File: config.mk
export PLATFORM = sky130hd
export DESIGN_NAME = pool_top
export DESIGN_NICKNAME = d
export VERILOG_FILES = /design/src/verilog/pool_pkg.sv /design/src/verilog/pool_top.sv /design/src/verilog/pool_max_row.sv /design/src/verilog/ctrl_pool.sv /design/src/verilog/pool_scan_counter.sv
export SDC_FILE = /design/constraint.sdc
export NUM_CORES = 1
export LEC_CHECK = 0
export ABC_CLOCK_PERIOD_IN_PS = 12700
export BUFFER_PORTS_ARGS = -buffer_cell sky130_fd_sc_hd__buf_4
export CORE_MARGIN = 5
export CORE_UTILIZATION = 45
export CTS_CLUSTER_SIZE = 30
export DETAILED_ROUTE_END_ITERATION = 7
export PLACE_DENSITY_LB_ADDON = 0.25
export RECOVER_POWER = 100
export SLEW_MARGIN = 20
export SYNTH_ARGS = -nofsm -noshare
export SYNTH_HDL_FRONTEND = slang
export SYNTH_SLANG_ARGS = --single-unit
File: constraint.sdc
create_clock -name clk -period 12.7 [get_ports clk]
set_clock_uncertainty 0.05 [all_clocks]
set_input_delay 1.905 -clock clk [delete_from_list [all_inputs] [get_ports clk]]
set_output_delay 1.905 -clock clk [all_outputs]
set_load 0.02 [all_outputs]
File: src/verilog/pool_pkg.sv
package pool_pkg;

  // Pixel and size widths
  localparam int DWIDTH = 16;
  localparam int LWIDTH = 8;

  // Largest frame side and the smallest pool the row memory is sized for
  localparam int MAX_FEA_SIZE  = 64;
  localparam int MIN_POOL_SIZE = 2;

  // One partial maximum per window column
  localparam int ROW_DEPTH = MAX_FEA_SIZE / MIN_POOL_SIZE;
  localparam int CWIDTH    = $clog2(ROW_DEPTH);

  // Signed pixel value
  typedef logic signed [DWIDTH-1:0] pixel_t;

  // Frame side, pool side and scan positions
  typedef logic [LWIDTH-1:0] size_t;

  // Window column index into the row memory
  typedef logic [CWIDTH-1:0] col_t;

  // Controller states
  typedef enum logic {
    S_WAIT,
    S_ACTIVE
  } pool_state_t;

endpackage
File: src/verilog/pool_top.sv
`timescale 1ns/1ps

module pool_top
  import pool_pkg::*;
(
  input  logic   clk,
  input  logic   xrst,
  input  logic   in_start,
  input  logic   in_valid,
  input  pixel_t in_data,
  input  size_t  fea_size,
  input  size_t  pool_size,
  output logic   out_start,
  output logic   out_valid,
  output logic   out_stop,
  output pixel_t out_data
);

  // Controller flags toward the max row
  logic acc_en;
  logic acc_load;
  col_t acc_col;
  logic win_done;
  logic win_first;
  logic win_last;

  ctrl_pool ctrl0 (
    .clk       (clk),
    .xrst      (xrst),
    .in_start  (in_start),
    .in_valid  (in_valid),
    .fea_size  (fea_size),
    .pool_size (pool_size),
    .acc_en    (acc_en),
    .acc_load  (acc_load),
    .acc_col   (acc_col),
    .win_done  (win_done),
    .win_first (win_first),
    .win_last  (win_last)
  );

  pool_max_row row0 (
    .clk       (clk),
    .xrst      (xrst),
    .in_data   (in_data),
    .acc_en    (acc_en),
    .acc_load  (acc_load),
    .acc_col   (acc_col),
    .win_done  (win_done),
    .win_first (win_first),
    .win_last  (win_last),
    .out_start (out_start),
    .out_valid (out_valid),
    .out_stop  (out_stop),
    .out_data  (out_data)
  );

endmodule

File: src/verilog/pool_max_row.sv
`timescale 1ns/1ps

module pool_max_row
  import pool_pkg::*;
(
  input  logic   clk,
  input  logic   xrst,
  input  pixel_t in_data,
  input  logic   acc_en,
  input  logic   acc_load,
  input  col_t   acc_col,
  input  logic   win_done,
  input  logic   win_first,
  input  logic   win_last,
  output logic   out_start,
  output logic   out_valid,
  output logic   out_stop,
  output pixel_t out_data
);

  // Pixel delayed to line up with the controller flags
  pixel_t d_data;

  // Partial maxima for one row of windows
  pixel_t row_mem [ROW_DEPTH];

  pixel_t stored;
  pixel_t larger;
  pixel_t new_max;

  always_ff @(posedge clk) begin
    d_data <= in_data;
  end

  assign stored = row_mem[acc_col];

  // Signed compare of the new pixel against the running maximum
  assign larger = (d_data > stored) ? d_data : stored;

  // First pixel of a window starts a fresh maximum
  assign new_max = acc_load ? d_data : larger;

  always_ff @(posedge clk) begin
    if (acc_en) begin
      row_mem[acc_col] <= new_max;
    end
  end

  // Output stream control
  always_ff @(posedge clk) begin
    if (!xrst) begin
      out_valid <= 1'b0;
      out_start <= 1'b0;
      out_stop  <= 1'b0;
    end else begin
      out_valid <= acc_en && win_done;
      out_start <= acc_en && win_done && win_first;
      out_stop  <= acc_en && win_done && win_last;
    end
  end

  // Completed window maximum
  always_ff @(posedge clk) begin
    if (acc_en && win_done) begin
      out_data <= new_max;
    end
  end

endmodule

File: src/verilog/ctrl_pool.sv
`timescale 1ns/1ps

module ctrl_pool
  import pool_pkg::*;
(
  input  logic  clk,
  input  logic  xrst,
  input  logic  in_start,
  input  logic  in_valid,
  input  size_t fea_size,
  input  size_t pool_size,
  output logic  acc_en,
  output logic  acc_load,
  output col_t  acc_col,
  output logic  win_done,
  output logic  win_first,
  output logic  win_last
);

  pool_state_t state;

  // Frame configuration held for the whole frame
  size_t r_fea_size;
  size_t r_pool_size;

  // Scan position of the pixel on the input this cycle
  size_t x;
  size_t y;
  size_t exec_x;
  size_t exec_y;
  col_t  col;

  logic  clear;
  logic  accept;
  size_t fea_last;
  size_t pool_last;
  logic  frame_end;
  logic  win_end;

  assign clear  = (state == S_WAIT);
  assign accept = (state == S_ACTIVE) && in_valid;

  assign fea_last  = r_fea_size - size_t'(1);
  assign pool_last = r_pool_size - size_t'(1);

  // Final pixel of the frame
  assign frame_end = (x == fea_last) && (y == fea_last);

  // Bottom right pixel of a window
  assign win_end = (exec_x == pool_last) && (exec_y == pool_last);

  always_ff @(posedge clk) begin
    if (!xrst) begin
      state <= S_WAIT;
    end else begin
      case (state)
        S_WAIT: begin
          if (in_start) begin
            state <= S_ACTIVE;
          end
        end
        S_ACTIVE: begin
          // A start pulse here is ignored
          if (accept && frame_end) begin
            state <= S_WAIT;
          end
        end
        default: state <= S_WAIT;
      endcase
    end
  end

  // Sizes are only taken at the start of a frame
  always_ff @(posedge clk) begin
    if (!xrst) begin
      r_fea_size  <= '0;
      r_pool_size <= '0;
    end else if (state == S_WAIT && in_start) begin
      r_fea_size  <= fea_size;
      r_pool_size <= pool_size;
    end
  end

  pool_scan_counter scan0 (
    .clk       (clk),
    .xrst      (xrst),
    .clear     (clear),
    .step      (accept),
    .fea_size  (r_fea_size),
    .pool_size (r_pool_size),
    .x         (x),
    .y         (y),
    .exec_x    (exec_x),
    .exec_y    (exec_y),
    .col       (col)
  );

  // Per pixel flags, one cycle behind acceptance
  always_ff @(posedge clk) begin
    if (!xrst) begin
      acc_en    <= 1'b0;
      acc_load  <= 1'b0;
      acc_col   <= '0;
      win_done  <= 1'b0;
      win_first <= 1'b0;
      win_last  <= 1'b0;
    end else begin
      acc_en    <= accept;
      acc_load  <= accept && (exec_x == '0) && (exec_y == '0);
      acc_col   <= col;
      win_done  <= accept && win_end;
      win_first <= accept && win_end && (y == pool_last) && (col == '0);
      win_last  <= accept && win_end && frame_end;
    end
  end

endmodule

File: src/verilog/pool_scan_counter.sv
`timescale 1ns/1ps

module pool_scan_counter
  import pool_pkg::*;
(
  input  logic  clk,
  input  logic  xrst,
  input  logic  clear,
  input  logic  step,
  input  size_t fea_size,
  input  size_t pool_size,
  output size_t x,
  output size_t y,
  output size_t exec_x,
  output size_t exec_y,
  output col_t  col
);

  size_t fea_last;
  size_t pool_last;
  logic  x_wrap;
  logic  y_wrap;
  logic  exec_x_wrap;
  logic  exec_y_wrap;

  // Last index along a frame side and along a window side
  assign fea_last  = fea_size - size_t'(1);
  assign pool_last = pool_size - size_t'(1);

  assign x_wrap      = (x == fea_last);
  assign y_wrap      = (y == fea_last);
  assign exec_x_wrap = (exec_x == pool_last);
  assign exec_y_wrap = (exec_y == pool_last);

  always_ff @(posedge clk) begin
    if (!xrst) begin
      x      <= '0;
      y      <= '0;
      exec_x <= '0;
      exec_y <= '0;
      col    <= '0;
    end else if (clear) begin
      x      <= '0;
      y      <= '0;
      exec_x <= '0;
      exec_y <= '0;
      col    <= '0;
    end else if (step) begin
      // Offset inside the window along the row
      exec_x <= exec_x_wrap ? size_t'(0) : exec_x + size_t'(1);

      if (x_wrap) begin
        // End of a frame row, so restart the window column scan
        x      <= '0;
        col    <= '0;
        y      <= y_wrap ? size_t'(0) : y + size_t'(1);
        exec_y <= exec_y_wrap ? size_t'(0) : exec_y + size_t'(1);
      end else begin
        x <= x + size_t'(1);
        if (exec_x_wrap) begin
          col <= col + col_t'(1);
        end
      end
    end
  end

endmodule

# == Word-level counts from Yosys, hierarchy flattened ==
# Memory sizes are Yosys's and may differ from the RTL's. A register that Yosys moved wholly into a read port is not among the register bits.
# Cells that the tools add are included.
# word_totals
ff_bits,99
ramBits,512
memories,1
# mem_list
memory,words,word_bits,read_ports,rd_ports_with_merged_regs,wr,line,text
row0.row_mem,32,16,1,1,1,pool_max_row.sv:25,pixel_t row_mem [ROW_DEPTH];
# op_classes
add_sub_neg,7
n_lt_le_gt_ge,1
eq_ne,5
mux,14
bitwise,1
reduce_logical,21
# op_table
cell,n
equality test 8 bit,5
"adder 8 x 1 -> 8 bit, second input constant",4
two-way mux 16 bit,2
two-way mux 8 bit,4
greater-than comparator 16 bit,1
logical NOT 8 bit,2
"subtractor 8 x 1 -> 8 bit, second input constant",2
two-way mux 5 bit,3
logical AND 1 bit,14
AND reduction 2 bit,3
"adder 5 x 1 -> 5 bit, second input constant",1
logical NOT 5 bit,1
two-way mux 1 bit,4
case mux 1 bit (2 select lines),1
nonzero test 2 bit,1
NOT 1 bit,1

# == Longest topological paths before layout ==
# depth
depth_word,6
mapped_depth,16
depth_no_buf,13

# == Cells and area by module ==
# From an unflattened synthesis, not the netlist that was laid out.
# hier_totals
hier_cells,1479
hier_area_um2,25234.2
# modules_own_cells
mod,instances,cells_each,area_per_inst_um2,seq_area_each_um2
pool_max_row,1,938,20930.1,16235.6
pool_scan_counter,1,337,2700.1,740.7
ctrl_pool,1,204,1604.0,540.5

# == Worst setup path after synthesis ==
# No wires, ideal clock.
# synth_path
path_kind,flip-flop to flip-flop
from,"reg, netlist name ctrl0.acc_col[0]"
to,"reg row0.out_data[13], data pin"
setup_time_ps,391
t_arrival_ps,5416
slack_ps,6844
stages_incl_launch_ff,16
path_buffers,4
path_cell_list,dfxtp_1 > clkbuf_1 > clkbuf_1 > buf_1 > mux4_2 > o2bb2ai_1 > nor4_1 > ha_1 > and3_1 > nand3_1 > nor3_1 > a21oi_1 > or2_2 > a31oi_1 > buf_2 > mux2i_1
# synth_lines
element,line,text
end signal: assignment,pool_max_row.sv:65,out_data <= new_max;
end: declaration,pool_max_row.sv:18,output pixel_t out_data

==> impl_metrics.env <==
export IMPL_first_global_vias=13800
export IMPL_cts_buffers=66
export IMPL_nNetsFinal=1647
export IMPL_htree_levels=3
export IMPL_largest_reg_flops=512
export IMPL_regMostFlops="row0.row_mem"
export IMPL_hp_class="flop to flop"
export IMPL_synth_edff_count=528
export IMPL_ys_types=65
export IMPL_dp_hpwl_mm=37.5
export IMPL_fin_crit_sh=0.711
export IMPL_ant_nets=0
export IMPL_cp_arrival_ns=9.26
export IMPL_path_max_fanout=97
export IMPL_ios=55
export IMPL_r2r_start="ctrl0.acc_col[0]"
export IMPL_ys_seq_area_frac=0.704
export IMPL_place_inst=2265
export IMPL_cts_root_buffer="clkbuf_16"
export IMPL_fin_util=0.516
export IMPL_p_int_mw=3.39
export IMPL_grt_overflow_total=0
export IMPL_leakage_nw=9.20
export IMPL_synth_most_common_cell="edfxtp_1"
export IMPL_cts_tree="yes"
export IMPL_ys_async_sr_fraction=0
export IMPL_top_regs="row0.row_mem: 512 flops, row0.d_data: 16 flops, row0.out_data: 16 flops"
export IMPL_whs_ns=0.396
export IMPL_insertion_delay_ns=0.61
export IMPL_grt_pass1_wl_mm=93.0
export IMPL_vias_per_cell=5.85
export IMPL_sequentialPowerShare=0.519
export IMPL_syn_to_final_growth_pct=14.0
export IMPL_crit_type="flop to flop"
export IMPL_path_clk_slew_ns=0.06
export IMPL_start_kind="flop"
export IMPL_cts_num_sinks=611
export IMPL_r2r_slack_ns=3.67
export IMPL_cp_top_family="buffers and inverters"
export IMPL_sw_frac_of_total=0.206
export IMPL_violations="max-capacitance violations, max-slew violations"
export IMPL_path_buf_inv=2
export IMPL_max_cap_violations=23
export IMPL_crit_slowest_cell="dfxtp_1"
export IMPL_synth_top_area_frac=0.637
export IMPL_power_per_cell_area_mw_per_mm2=150
export IMPL_drt_first_pass_iters=5
export IMPL_max_slew_margin_rel=-0.776
export IMPL_synth_ff_type="edfxtp_1"
export IMPL_die_x_um=245
export IMPL_drv_slew=474
export IMPL_power_frac_clock=0.453
export IMPL_critPathLaunch="ctrl0.acc_col[0]"
export IMPL_setup_violations=0
export IMPL_clockBufferDepth=3
export IMPL_peakVddDrop_mv=0.115
export IMPL_reg2reg_depth=13
export IMPL_final_cells=2388
export IMPL_r2r_end="row0.row_mem[3][6]"
export IMPL_syn_area_sq_mm=0.0249
export IMPL_drc=0
export IMPL_yosys_area_share_simple=0.0628
export IMPL_synth_warnings=0
export IMPL_tightestPinTransition_ns=2.59
export IMPL_drtIter0Drc=1327
export IMPL_syn_inst=1495
export IMPL_hold_viol=0
export IMPL_synth_top_family_by_area="multiplexers"
export IMPL_crit_path_end="row0.row_mem[3][6]"
export IMPL_post_route_cells_drive_above_1_share=0.184
export IMPL_synth_compound_area_frac=0.0482
export IMPL_die_area_sq_mm=0.0601
export IMPL_synth_nets=1557
export IMPL_cp_cell_sequence="buf_12, mux4_2, a22o_1, nor4_1, ha_1, and3_1, nand3_1, nor3_1, a21oi_1, or2_2, a31oi_1, clkbuf_1, mux2i_4"
export IMPL_max_freq_ghz=0.111
export IMPL_synthAdderAreaFrac=0.0131
export IMPL_power_frac_comb=0.029
export IMPL_core_sq_mm=0.0550
export IMPL_rsz0062_at_grt="false"
export IMPL_wirelength_mm=64.7
export IMPL_fp_dieH_um=245
export IMPL_num_rows=86
export IMPL_num_fill_cells=4496
export IMPL_grt_usage=0.214
export IMPL_gp_congestion=0.798
export IMPL_synth_seq_cells=611
export IMPL_yosys_area_share_xor_xnor=0.0205
export IMPL_yosysTopAreaCell="edfxtp_1"
export IMPL_post_cts_resize_count=0
export IMPL_critical_path_max_stage_delay_ns=2.05
export IMPL_synth_avg_cell_area_sq_um=16.6
export IMPL_synth_area_leaders="edfxtp_1, mux4_2, dfxtp_1, inv_1, nand2_1"
export IMPL_crit_cells=13
export IMPL_status="complete, but fails checks"
export IMPL_postCtsSetupRepairBufs=0
export IMPL_io_buffers=54
export IMPL_p_switching_mw=0.881
export IMPL_yosys_mux_area_fraction=0.124
export IMPL_antenna_found_initial=0
export IMPL_finalSetupTns_ns=0
export IMPL_start_util=0.453
export IMPL_synth_common_cells="edfxtp_1, mux4_2, inv_1, nand2_1, dfxtp_1"
export IMPL_grt_max_degree=98
export IMPL_wl_per_cell_um=27.1
export IMPL_dr_total_vias=14000
export IMPL_period_needed_ns=9.03
export IMPL_cp_required_ns=12.93
export IMPL_cp_end_kind="flop"
export IMPL_hold_buffers=0
logic make-up (layout without fill, tap and decap cells):
kind of cell	Yosys count	after routing
other cells	0	2
fa+ha+maj	26	26
buf+inv	180	323
flops	611	611
compound gates	171	171
xor+xnor	55	55
simple gates	305	305
mux	147	147
layer usage:
layer / part of all wire / up-vias / track usage / wire, um
met2: 0.48 / 589 / 0.344 / 31000
met5: 0 / - / 0 / 0
li1: - / 6008 / - / -
met4: 0.028 / 0 / 0.0708 / 1780
met3: 0.086 / 104 / 0.0530 / 5560
met1: 0.41 / 7274 / 0.290 / 26300
power groups by stage:
| stage | sequential [mW] | clock [mW] | combinational (mW) |
|---|---|---|---|
| 2_1_floorplan | 2.25 | 0 | 0.0862 |
| 3_3_place_gp | 2.26 | 0 | 0.123 |
| 3_5_place_dp | 2.26 | 0 | 0.128 |
| 4_1_cts | 2.21 | 1.96 | 0.128 |
| 5_1_grt | 2.21 | 2.05 | 0.135 |
| 6_report | 2.21 | 1.93 | 0.122 |
how the worst min path moves through the flow:
stage / from / to / cells past startpoint
global route: ctrl0.win_last / row0.out_stop / 1
detailed placement: ctrl0.win_last / row0.out_stop / 1
CTS: ctrl0.win_last / row0.out_stop / 1
floorplan: ctrl0.win_first / row0.out_start / 1
finish: ctrl0.win_last / row0.out_stop / 1
global placement: ctrl0.win_last / row0.out_stop / 1
layout by cell type (no fill, tap or decap), types with 6 or more instances in the layout:
cell type and instances:
a21boi_0 16, a21oi_1 33, a22o_1 17, and2_0 8
and2_1 6, and3_1 9, buf_4 26, bufinv_16 7
clkbuf_1 76, clkbuf_16 69, clkbuf_4 16, clkinv_1 10
clkinv_2 15, dfxtp_1 82, edfxtp_1 528, ha_1 26
inv_1 94, mux2i_1 7, mux2i_4 11, mux4_2 128
nand2_1 90, nand3_1 29, nand3b_1 10, nand4_1 12
nor2_1 68, nor3_1 13, nor4_1 21, o21ai_0 30
o22ai_1 15, o2bb2ai_1 14, xnor2_1 28, xor2_1 25
per-stage QoR:
step | instance area, sq um | setup WS, ns | power (mW)
floorplan | 24900 | 6.84 | 2.33
global placement | 26500 | 5.94 | 2.38
detailed placement | 26500 | 5.94 | 2.38
CTS | 28700 | 5.93 | 4.30
global route | 28400 | 2.78 | 4.40
finish | 28400 | 3.67 | 4.27
worst reg2reg max path, stage by stage, from the launching register on:
cell and delay (ns):
dfxtp_1 2.05, buf_12 0.70, mux4_2 0.70, a22o_1 0.24
nor4_1 0.78, ha_1 0.25, and3_1 0.18, nand3_1 0.12
nor3_1 0.25, a21oi_1 0.11, or2_2 0.28, a31oi_1 0.63
clkbuf_1 1.43, mux2i_4 0.94
cell type report:
type | count | area (sq um) | area share
timing repair buffer | 108 | 579 | 0.0204
inverter | 94 | 353 | 0.0124
antenna | 2 | 5.00 | 0.000176
clock inverter | 41 | 423 | 0.0149
multi-input combinational | 704 | 6790 | 0.239
clock buffer | 80 | 1770 | 0.0623
sequential | 611 | 17500 | 0.617
tap | 748 | 936 | 0.0330
Power figures use the tool's default switching activity.
